## src/design/mips_alu_params.svh

```systemverilog
`ifndef MIPS_ALU_PARAMS_SVH
`define MIPS_ALU_PARAMS_SVH

// datapath word width, HI/LO and the product split are tied to it
`define DATA_W 32

// shift amount is log2 of the word width
`define SHAMT_W 5

`define IMM_W 16

`endif
```

## src/design/mips_alu_pkg.sv

```systemverilog
`include "mips_alu_params.svh"

package mips_alu_pkg;

	// ALU function codes, any code not listed passes data1 through
	typedef enum logic [4:0] {
		ALU_ADD  = 5'd0,
		ALU_SUB  = 5'd1,
		ALU_SLL  = 5'd2,
		ALU_SRA  = 5'd3,
		ALU_SRL  = 5'd4,
		ALU_AND  = 5'd5,
		ALU_OR   = 5'd6,
		ALU_NOR  = 5'd7,
		ALU_XOR  = 5'd8,
		ALU_SLTS = 5'd9,
		ALU_SLTU = 5'd10,
		ALU_MULS = 5'd11,
		ALU_MULU = 5'd12,
		ALU_MTLO = 5'd13,
		ALU_MTHI = 5'd14,
		ALU_MFLO = 5'd15,
		ALU_MFHI = 5'd16
	} alu_func_e;

	// request as it arrives at the execute stage
	typedef struct packed {
		alu_func_e           func;
		logic [`DATA_W-1:0]  rs_val;
		logic [`DATA_W-1:0]  rt_val;
		logic                use_imm;    // take the immediate instead of rt
		logic                imm_signed; // sign extend the immediate, else zero extend
		logic [`IMM_W-1:0]   imm;
		logic [7:0]          tag;        // travels with the request to the output
	} exec_req_t;

	// operands after the input register
	typedef struct packed {
		alu_func_e           func;
		logic [`DATA_W-1:0]  data1;
		logic [`DATA_W-1:0]  data2;
		logic [`SHAMT_W-1:0] shamt;
		logic [7:0]          tag;
	} alu_operands_t;

	typedef struct packed {
		logic zero;     // res_lo is all zeros
		logic less;     // signed compare only for slts
		logic equal;
		logic overflow; // signed overflow of add and sub
	} alu_status_t;

	// combinational ALU output
	typedef struct packed {
		logic [`DATA_W-1:0]  res_lo;
		logic [`DATA_W-1:0]  res_hi;
		logic                hi_we;
		logic                lo_we;
		alu_status_t         status;
		logic [7:0]          tag;
	} alu_result_t;

	// registered output of the execute stage
	typedef struct packed {
		logic [`DATA_W-1:0]  result;
		logic [`DATA_W-1:0]  hi;     // HI after this cycle's update
		alu_status_t         status;
		logic [7:0]          tag;
	} exec_out_t;

endpackage

```

## src/design/operand_stage.sv

```systemverilog
`timescale 1ns/1ps
`include "mips_alu_params.svh"

module operand_stage (
	input  logic                         clk,
	input  logic                         arst_n,
	input  logic                         in_valid,
	input  mips_alu_pkg::exec_req_t      in_req,
	output logic                         op_valid,
	output mips_alu_pkg::alu_operands_t  op
);

	import mips_alu_pkg::*;

	logic [`DATA_W-1:0] imm_ext;
	logic [`DATA_W-1:0] data2_sel;
	alu_operands_t      op_d;

	// the immediate is widened with its top bit or with zeros
	always_comb begin
		if (in_req.imm_signed) begin
			imm_ext = {{(`DATA_W-`IMM_W){in_req.imm[`IMM_W-1]}}, in_req.imm};
		end else begin
			imm_ext = {{(`DATA_W-`IMM_W){1'b0}}, in_req.imm};
		end
	end

	assign data2_sel = in_req.use_imm ? imm_ext : in_req.rt_val; // second operand mux

	always_comb begin
		op_d.func  = in_req.func;
		op_d.data1 = in_req.rs_val;
		op_d.data2 = data2_sel;
		op_d.shamt = data2_sel[`SHAMT_W-1:0]; // amounts above 31 wrap
		op_d.tag   = in_req.tag;
	end

	always_ff @(posedge clk or negedge arst_n) begin
		if (!arst_n) begin
			op_valid <= 1'b0;
		end else begin
			op_valid <= in_valid;
		end
	end

	// operand payload only moves on a strobe
	always_ff @(posedge clk) begin
		if (in_valid) begin
			op <= op_d;
		end
	end

endmodule

```

## config.mk

```make
export PLATFORM = sky130hd
export DESIGN_NAME = operand_stage
export DESIGN_NICKNAME = d
export VERILOG_FILES = /design/src/design/mips_alu_pkg.sv /design/src/design/operand_stage.sv
export VERILOG_INCLUDE_DIRS = /design/src /design/src/design
export SDC_FILE = /design/constraint.sdc
export NUM_CORES = 1
export LEC_CHECK = 0
export ABC_CLOCK_PERIOD_IN_PS = 1100
export BUFFER_PORTS_ARGS = -buffer_cell sky130_fd_sc_hd__buf_2
export CAP_MARGIN = 20
export CORE_MARGIN = 4
export CORE_UTILIZATION = 45
export CTS_CLUSTER_SIZE = 10
export DETAILED_ROUTE_END_ITERATION = 12
export PLACE_DENSITY = 0.85
export SYNTH_ARGS = -nofsm -noshare
export SYNTH_HDL_FRONTEND = slang
export SYNTH_SLANG_ARGS = --single-unit
```

## constraint.sdc

```tcl
create_clock -name clk -period 1.1 [get_ports clk]
set_input_delay 0.275 -clock clk [delete_from_list [all_inputs] [get_ports clk]]
set_output_delay 0.275 -clock clk [all_outputs]
set_load 0.005 [all_outputs]
```

Word-level counts from Yosys, hierarchy flattened
Index checks and enable logic that the tools add are counted.
Widths: inputs -> output; s select.
- register bits: 83
- output and inout bits: 83
- logic and storage cells: 8
- mux-type cells: 2
- operators with widths (operator ; number):
    $mux 32 ; 2

Depth between registers and ports, before layout
- depth in word-level cells: 2
- gate-level depth with buffers: 4

Worst setup path after synthesis
No wires, ideal clock.
- kind: in2reg
- from: in in_req[25] in the netlist's numbering
- to: reg op[15] in the netlist's numbering, data pin
- library setup time: 0.260 ns
- arrival time: 0.812 ns
- path slack: 0.028 ns
- cell stages on the path: 3
- path buffers: 2
- cell sequence: buf_6 > buf_8 > mux2_4
- word-level cells in the longest chain between the ends: 1
- ends and longest elaborated chain (element ; line ; RTL):
    start: declaration ; operand_stage.sv:8 ; input mips_alu_pkg::exec_req_t in_req,
    $mux 32 ; operand_stage.sv:28 ; assign data2_sel = in_req.use_imm ? imm_ext : in_req.rt_val;
    named net data2_sel[2] ; operand_stage.sv:16 ; logic [`DATA_W-1:0] data2_sel;
    end signal: assignment ; operand_stage.sv:49 ; op <= op_d;
    end: declaration ; operand_stage.sv:10 ; output mips_alu_pkg::alu_operands_t op
The timed path passes the listed nets, and every way through them passes these cells.
A chain may end at the register's enable or synchronous reset.

Worst setup path after layout
- from: reg op[13] in the netlist's numbering
- to: out op[13] in the netlist's numbering
No word-level cell between the ends.

==> impl_metrics.toml <==
[cells_and_area]
antenna_cells = 0
finalInstanceArea_sq_um = 4000
area_growth_syn_to_layout_pct = 42.8
drive_above_1_share = 0.652
n_fill_cell = 435
fin_nets = 423
fin_util = 0.668

[cts]
cts_buffer_depth = 2
cts_setup_buffers = 0
cts_buffers = 9
cts_tree = "done"
cts_max_level = 3
clock_sinks = 78
path_clk_slew_ps = 80
clockRootBuffer = "clkbuf_8"

[route]
dr_total_vias = 1875
firstDrtPassIters = 4
drc = 0
wl_per_cell_um = 16.2
antenna_left = 0
drt-total-wl_um = 6550
drt-vias-per-instance = 4.63
first_iter_violations = 47

[setup_path]
cp_top_family = "flip-flops"
crit_path_max_incr_delay_ps = 420
critPathMaxFanout = 2
crit_arrival_ps = 890
worstSetupPathType = "flop to output pin"
worstPathRequired_ps = 820
end_kind = "output pin"
cpMaxStageDelayCell = "edfxtp_1"
startpoint_type = "flop"
cp_num_buf_inv = 1
path_cells = "buf_2"

[timing]
rsz0062_at_grt = "yes"
finalHoldViolations = 0
fin_ws_ps = -67.9
finalCritPeriodShare = 1.06
fin_crit_ps = 1170
max_freq_mhz = 856
finalSetupViolCount = 36
timing.setup.tns_ps = -620
worstMarginPinSlew_ps = 269
maxSlewViolCount = 0
maxSlewHeadroom = 0.821

[synth]
synth_area_sq_um = 2800
synth.avg_cell_area_sq_um = 20.5
synth_seq_cells = 78
synth_nets = 235
synthCells = 137
yosysSeqAreaShare = 0.834
synth_cell_type_count = 12
yosys_warnings = 0

[die]
rows = 28
dieArea_sq_um = 7560
initial_core_util = 0.468
ios = 181
die_h_um = 86.9
fp.dieW_um = 86.9
core_sq_um = 5990

[grt]
grt_pass1_wl_um = 9630
grt_max_degree = 37
grt_use_total = 0.176
overflow = 0
antenna_found_initial = 0
grt_pass1_vias = 1882

[placed_design]
place_area_sq_um = 3810
port_buffers = 180
pre_cts_ws_ps = -118
dp_hpwl_um = 5190
gp_congestion = 0.666

[power_and_ir_drop]
irDropWorstVdd_uv = 762
power-per-cell-area_nw_per_um2 = 1570
p_leak_nw = 1.85
power_w = 0.00628

[run_status]
violations = "negative setup slack"
status = "finished with violations"

[flow_run]
max_cap_violations = 0

[hold_path]
hp-class = "primary input to flop"
==> power breakdown <==
part           switching, W  internal (W)  total, W
Sequential        0.0000618       0.00355   0.00361
Clock              0.000928       0.00103   0.00196
Combinational      0.000313      0.000396  0.000709
Total               0.00130       0.00497   0.00628
==> placed cells by master, fill, tap and decap left out <==
| cell | netlist | layout |
|---|---|---|
| buf_12 | 0 | 4 |
| buf_4 | 5 | 3 |
| clkinvlp_4 | 0 | 1 |
| nand3_2 | 1 | 1 |
| dfrtp_1 | 1 | 1 |
| bufinv_16 | 0 | 1 |
| clkinv_2 | 0 | 1 |
| clkbuf_1 | 1 | 2 |
| clkinv_1 | 0 | 2 |
| mux2_2 | 2 | 2 |
| mux2_4 | 14 | 14 |
| o21ai_0 | 16 | 16 |
| edfxtp_1 | 77 | 77 |
| inv_1 | 16 | 16 |
| buf_2 | 1 | 179 |
| dlygate4sd3_1 | 0 | 1 |
| clkbuf_8 | 0 | 9 |
==> final cells by class <==
class,count,area [sq um],share of cell area
Clock buffer,11,131,0.0328
Clock inverter,5,50.0,0.0125
Inverter,16,60.1,0.0150
Multi-Input combinational cell,33,323,0.0806
Sequential cell,78,2340,0.584
Tap cell,75,93.8,0.0234
Timing Repair Buffer,187,1010,0.252
==> path summary, 6_finish.rpt <==
path | from | endpoint | depth (start not counted)
worst max-delay path | op[13] | op[13] | 1
worst min-delay path | in_req[90] | op[77] | 1
max in group asynchronous | arst_n | op_valid | 2
min in group asynchronous | arst_n | op_valid | 2
==> kinds of logic (layout without fill, tap and decap cells) <==
group	count (synthesis)	in the layout	share of synthesized area
DFF	78	78	0.834
buffers and inverters	26	219	0.0513
AOI/OAI and AO/OA	16	16	0.0286
muxes	16	16	0.0830
and+or+nand+nor	1	1	0.00357
==> stage by stage <==
stage          cells  hold WS (ps)
3_5_place_dp     388          58.7
3_3_place_gp     388          50.0
2_1_floorplan    137         -20.6
4_1_cts          405          98.3
6_report         405           118
5_1_grt          405          88.8
==> what timing repair did <==
item	4_1_cts	5_1_grt
hold buffers	1	0
hold endpoints to repair	1	0
resized for setup	0	0
setup endpoints to repair	78	83
==> flip-flops by register name, summed over array words and instances, names as in the netlist <==
register / count
op_valid: 1
op: 77
==> synthesized netlist by cell type <==
cell      count  share of area
buf_2         1         0.0018
buf_6         2         0.0080
dfrtp_1       1         0.0089
clkbuf_1      1         0.0013
mux2_2        2         0.0080
buf_8         1         0.0054
edfxtp_1     77           0.82
buf_4         5          0.013
mux2_4       14          0.075
o21ai_0      16          0.029
nand3_2       1         0.0036
inv_1        16          0.021
==> per-layer routing <==
metal  vias to the layer above  track usage  part of all wire
met2                       112        0.306              0.53
met1                       881        0.191              0.34
met4                         0       0.0637             0.012
met3                         7       0.0719              0.12
li1                        875            -                 -
met5                         -            0                 0
(Power assumes the default switching activity.)
