## src/design/mips_alu_params.svh

```systemverilog
`ifndef MIPS_ALU_PARAMS_SVH
`define MIPS_ALU_PARAMS_SVH

// datapath word width, HI/LO and the product split are tied to it
`define DATA_W 32

// shift amount is log2 of the word width
`define SHAMT_W 5

`define IMM_W 16

`endif
```

## src/design/mips_alu_pkg.sv

```systemverilog
`include "mips_alu_params.svh"

package mips_alu_pkg;

	// ALU function codes, any code not listed passes data1 through
	typedef enum logic [4:0] {
		ALU_ADD  = 5'd0,
		ALU_SUB  = 5'd1,
		ALU_SLL  = 5'd2,
		ALU_SRA  = 5'd3,
		ALU_SRL  = 5'd4,
		ALU_AND  = 5'd5,
		ALU_OR   = 5'd6,
		ALU_NOR  = 5'd7,
		ALU_XOR  = 5'd8,
		ALU_SLTS = 5'd9,
		ALU_SLTU = 5'd10,
		ALU_MULS = 5'd11,
		ALU_MULU = 5'd12,
		ALU_MTLO = 5'd13,
		ALU_MTHI = 5'd14,
		ALU_MFLO = 5'd15,
		ALU_MFHI = 5'd16
	} alu_func_e;

	// request as it arrives at the execute stage
	typedef struct packed {
		alu_func_e           func;
		logic [`DATA_W-1:0]  rs_val;
		logic [`DATA_W-1:0]  rt_val;
		logic                use_imm;    // take the immediate instead of rt
		logic                imm_signed; // sign extend the immediate, else zero extend
		logic [`IMM_W-1:0]   imm;
		logic [7:0]          tag;        // travels with the request to the output
	} exec_req_t;

	// operands after the input register
	typedef struct packed {
		alu_func_e           func;
		logic [`DATA_W-1:0]  data1;
		logic [`DATA_W-1:0]  data2;
		logic [`SHAMT_W-1:0] shamt;
		logic [7:0]          tag;
	} alu_operands_t;

	typedef struct packed {
		logic zero;     // res_lo is all zeros
		logic less;     // signed compare only for slts
		logic equal;
		logic overflow; // signed overflow of add and sub
	} alu_status_t;

	// combinational ALU output
	typedef struct packed {
		logic [`DATA_W-1:0]  res_lo;
		logic [`DATA_W-1:0]  res_hi;
		logic                hi_we;
		logic                lo_we;
		alu_status_t         status;
		logic [7:0]          tag;
	} alu_result_t;

	// registered output of the execute stage
	typedef struct packed {
		logic [`DATA_W-1:0]  result;
		logic [`DATA_W-1:0]  hi;     // HI after this cycle's update
		alu_status_t         status;
		logic [7:0]          tag;
	} exec_out_t;

endpackage

```

## src/design/hilo_result_stage.sv

```systemverilog
`timescale 1ns/1ps
`include "mips_alu_params.svh"

module hilo_result_stage (
	input  logic                       clk,
	input  logic                       arst_n,
	input  logic                       res_valid,
	input  mips_alu_pkg::alu_result_t  res,
	output logic [`DATA_W-1:0]         hi_q,
	output logic [`DATA_W-1:0]         lo_q,
	output logic                       out_valid,
	output mips_alu_pkg::exec_out_t    out
);

	import mips_alu_pkg::*;

	logic               hi_wr;
	logic               lo_wr;
	logic [`DATA_W-1:0] hi_d;
	logic [`DATA_W-1:0] lo_d;
	exec_out_t          out_d;

	assign hi_wr = res_valid && res.hi_we;
	assign lo_wr = res_valid && res.lo_we;

	// next HI and LO, also what the output reports for HI
	assign hi_d = hi_wr ? res.res_hi : hi_q;
	assign lo_d = lo_wr ? res.res_lo : lo_q;

	always_comb begin
		out_d.result = res.res_lo;
		out_d.hi     = hi_d;
		out_d.status = res.status;
		out_d.tag    = res.tag;
	end

	// HI and LO update at the same edge that registers the result
	always_ff @(posedge clk or negedge arst_n) begin
		if (!arst_n) begin
			hi_q <= '0;
			lo_q <= '0;
		end else begin
			hi_q <= hi_d;
			lo_q <= lo_d;
		end
	end

	always_ff @(posedge clk or negedge arst_n) begin
		if (!arst_n) begin
			out_valid <= 1'b0;
		end else begin
			out_valid <= res_valid; // one pulse per result
		end
	end

	always_ff @(posedge clk) begin
		if (res_valid) begin
			out <= out_d;
		end
	end

endmodule

```

## config.mk

```make
export PLATFORM = sky130hd
export DESIGN_NAME = hilo_result_stage
export DESIGN_NICKNAME = d
export VERILOG_FILES = /design/src/design/mips_alu_pkg.sv /design/src/design/hilo_result_stage.sv
export VERILOG_INCLUDE_DIRS = /design/src /design/src/design
export SDC_FILE = /design/constraint.sdc
export NUM_CORES = 1
export LEC_CHECK = 0
export BUFFER_PORTS_ARGS = -buffer_cell sky130_fd_sc_hd__buf_4
export CAP_MARGIN = 20
export CORE_ASPECT_RATIO = 1.1
export CORE_MARGIN = 2
export CORE_UTILIZATION = 46
export CTS_CLUSTER_DIAMETER = 100
export DETAILED_ROUTE_END_ITERATION = 6
export GPL_TIMING_DRIVEN = 0
export PLACE_DENSITY = 0.84
export SETUP_SLACK_MARGIN = 0.4
export SLEW_MARGIN = 20
export SYNTH_ARGS = -nofsm -noshare
export SYNTH_HDL_FRONTEND = slang
export SYNTH_SLANG_ARGS = --single-unit
```

## constraint.sdc

```tcl
create_clock -name clk -period 1.3 [get_ports clk]
set_clock_uncertainty 0.1 [all_clocks]
set_input_delay 0.39 -clock clk [delete_from_list [all_inputs] [get_ports clk]]
set_output_delay 0.39 -clock clk [all_outputs]
set_load 0.02 [all_outputs]
```

Yosys cells after proc, flatten, opt, wreduce, memory -nomap -nowiden
Index checks and enable logic that the tools add are counted.

Reduce and logical (&&, ||, !) cells: 2. Mux-type cells: 1.

Operator list (count): 32-bit 2-to-1 mux (1); 1-bit logical AND (2).

Word-level logic and storage cells: 13. Output and inout bits: 141. Bits in registers: 141. Input bits: 81.

Longest topological paths before layout
Depth after elaboration: 2. Depth in mapped cells: 3. Depth with buffers taken out: 2.

Worst setup path after synthesis
No wires, ideal clock.

Path type: input -> register. From: input res[13] (netlist bit). To: register out[12] (netlist bit), data pin. Cell stages on the path: 3. Buffers on the path: 1. Setup time: 263 ps. Setup slack: -97 ps. Arrival time: 1034 ps. Data required time: 937 ps. Cell sequence: nand2_1 > buf_4 > mux2_2.

Longest elaborated chain between the ends: 2.

RTL lines: from (decl) (line hilo_result_stage.sv:8) `input mips_alu_pkg::alu_result_t res,`; 1-bit logical AND (line hilo_result_stage.sv:23) `assign hi_wr = res_valid && res.hi_we;`; 32-bit 2-to-1 mux (line hilo_result_stage.sv:27) `assign hi_d = hi_wr ? res.res_hi : hi_q;`; via hi_d[0] (line hilo_result_stage.sv:19) `` logic [`DATA_W-1:0] hi_d; ``; to (signal assigned) (line hilo_result_stage.sv:58) `out <= out_d;`; to (decl) (line hilo_result_stage.sv:12) `output mips_alu_pkg::exec_out_t out`.

The timed path passes the listed nets, and every way through them passes these cells. A chain may end at the register's enable or synchronous reset.

Final worst setup path
From: register out[54] (netlist bit). To: output out[54] (netlist bit).

No word-level cell between the ends.

==> impl_metrics.ini <==
[route]
viasPerCell = 5.12
ant_nets = 0
wl_per_cell_um = 24.3
dr.pass1.iters = 4
routed_wl_mm = 16.3
drt_first_iter_violations = 159
vias = 3435
post-route-drc-count = 0

[outcome]
violations = hold timing, setup timing
outcome = finished, violations left

[power_and_ir_drop]
p_sw_uw = 3680
power_density_nw_per_um2 = 1570
p_leak_uw = 0.00407
power_frac_clock_pct = 35.1
pwr-share-seq_pct = 41.0
power_uw = 14100
peakVddDrop_mv = 1.28
p_int_uw = 10400
comb_power_share_pct = 24.0
p_sw_share_pct = 26.1

[cts]
cts_num_sinks = 141
cts-htree-levels = 4
numCtsBuffers = 17
path_clk_slew_ns = 0.06
clock_latency_ns = 0.52
cts_buffer_depth = 2
cts_tree = built
cts.root.buffer_cell = clkbuf_8

[setup_path]
cp-start-kind = register
arrival_ns = 1.13
crit_chain = buf_6
cpPeakStageDelay_ns = 0.44
crit_required_ns = 0.81
critPathKind = register to primary output
cp-end-kind = primary output
critPathMaxFanout = 1
cpMaxStageDelayCell = edfxtp_1
cp_top_family = flip-flops
path_buf_inv = 1

[worst_hold_path]
hold_path_class = input pin to asynchronous set/reset pin

[yosys]
synth-seq-area-share_pct = 83.5
synthAdderAreaFrac_pct = 0
syn_nets = 294
syn_area_um2 = 4680
synth_xor_area_share_pct = 0
ys_ff_latch = 141
synth_top_family_by_area = multiplexers
synth.distinct_cells = 5
synthMuxAreaShare_pct = 15.4
syn_inst = 213
ys_warn_count = 0
synth_compound_area_share_pct = 0
synth_simple_gate_area_share_pct = 0.160
syn_area_per_cell_um2 = 22.0

[layout]
drive_gt1_share_pct = 77.0
synthToLayoutAreaGrowth_pct = 91.8
design_area_um2 = 8980
diodes = 0
nFillCells = 311
fin_nets = 620

[timing]
rsz0062_at_grt = yes
drv_slew = 0
post-route-min-period_ns = 1.62
holdWs_ns = -0.124
worst_pin_slew_ns = 0.846
setup_viol = 141
timing.final.ws_setup_ns = -0.323
max_freq_mhz = 616
maxSlewHeadroom_pct = 43.6
min_period_over_period_pct = 125
hold_viol_final = 65
final.setup.tns_ns = -36.29

[floorplanning]
start_util_pct = 47.3
coreArea_um2 = 9890
die-area_um2 = 11000
die_x_um = 100
fp.dieH_um = 110
placementRows = 38
num_io_pins = 222

[run]
drv_cap = 0

[grt]
grt_pass1_wl_mm = 20.8
overflow = 0
track_usage_pct = 26.3
grt_max_degree = 66
antenna_found_initial = 0
grt_pass1_vias = 3661

[placed_design]
place_area_um2 = 6880
dpl.hpwl_mm = 7.05
pre_cts_ws_ns = -1.00
gp_congestion = 0.728
port_buffers = 221
state kept, by name, summed over array words and instances (netlist names):
signal / flops
lo_q: 32
out: 76
hi_q: 32
out_valid: 1
timing repair:
item | 4_1_cts | 5_1_grt
setup buffers | 19 | 21
endpoints found under the hold margin | 154 | 90
setup endpoints to repair | 314 | 248
gates cloned | 2 | 0
resized for setup | 149 | 38
hold buffers | 44 | 25
layer usage:
layer	share of wire (%)	vias to the layer above	GRT usage, %
met1	34	1764	29.4
met4	3.0	0	11.9
li1	-	1443	-
met3	6.7	38	7.44
met2	56	190	46.7
met5	0	-	0
path summary, 6_finish.rpt:
path / from / end / slack, ns / cells past startpoint
setup / recovery: out[54]$_DFFE_PP_ / out[54] / -0.32 / 1
hold / removal: arst_n / hi_q[28]$_DFF_PN0_ / -0.12 / 1
setup reg to reg: hi_q[23]$_DFF_PN0_ / out[35]$_DFFE_PP_ / 0.02 / 3
hold reg to reg: lo_q[8]$_DFFE_PN0P_ / lo_q[8]$_DFFE_PN0P_ / 0.43 / 1
max in group asynchronous: arst_n / hi_q[9]$_DFF_PN0_ / 0.61 / 1
min in group clk: res[66] / lo_q[20]$_DFFE_PN0P_ / 0.01 / 2
Yosys cell counts (all sizes together):
cell type,number,area share (%)
edfxtp,76,49
nand2,2,0.16
dfrtp,65,35
buf,6,0.96
mux2,64,15
through the flow:
step                      util, %  cells
after floorplan                 -    213
after global placement       69.6    554
after detailed placement     69.6    554
after CTS                    87.8    650
after global routing         90.8    671
final                        90.8    671
power by group through the flow:
stage / Combinational, µW / Sequential, µW / Clock, µW
floorplan: 554 / 6310 / 0
global placement: 2380 / 5640 / 0
detailed placement: 2420 / 5660 / 0
CTS: 3020 / 5680 / 4870
global route: 3490 / 5810 / 5190
finish: 3380 / 5770 / 4940
cell families (layout without fill, tap and decap cells):
group,Yosys count,in the layout
buf+inv,6,344
flops,141,141
mux,64,64
simple gates,2,2
cell usage in the layout (no fill, tap or decap), types with 3 or more instances in the layout:
master         Yosys  routed
buf_8              0       6
bufinv_16          0       4
mux2_4             0      64
buf_6              0     180
clkbuf_16          0      16
dfrtp_2            0      62
dfrtp_1           65       3
dlygate4sd3_1      0      43
clkinv_1           0       3
buf_4              6      80
edfxtp_1          76      76
layout make-up:
type | instances | area, µm² | share of cell area [%]
Clock inverter | 13 | 174 | 1.94
Tap cell | 120 | 150 | 1.67
Clock buffer | 18 | 418 | 4.65
Buffer | 6 | 90.1 | 1.00
Timing Repair Buffer | 307 | 3160 | 35.2
Multi-Input combinational cell | 66 | 1000 | 11.1
Sequential cell | 141 | 3990 | 44.4
(Power assumes the default switching activity.)
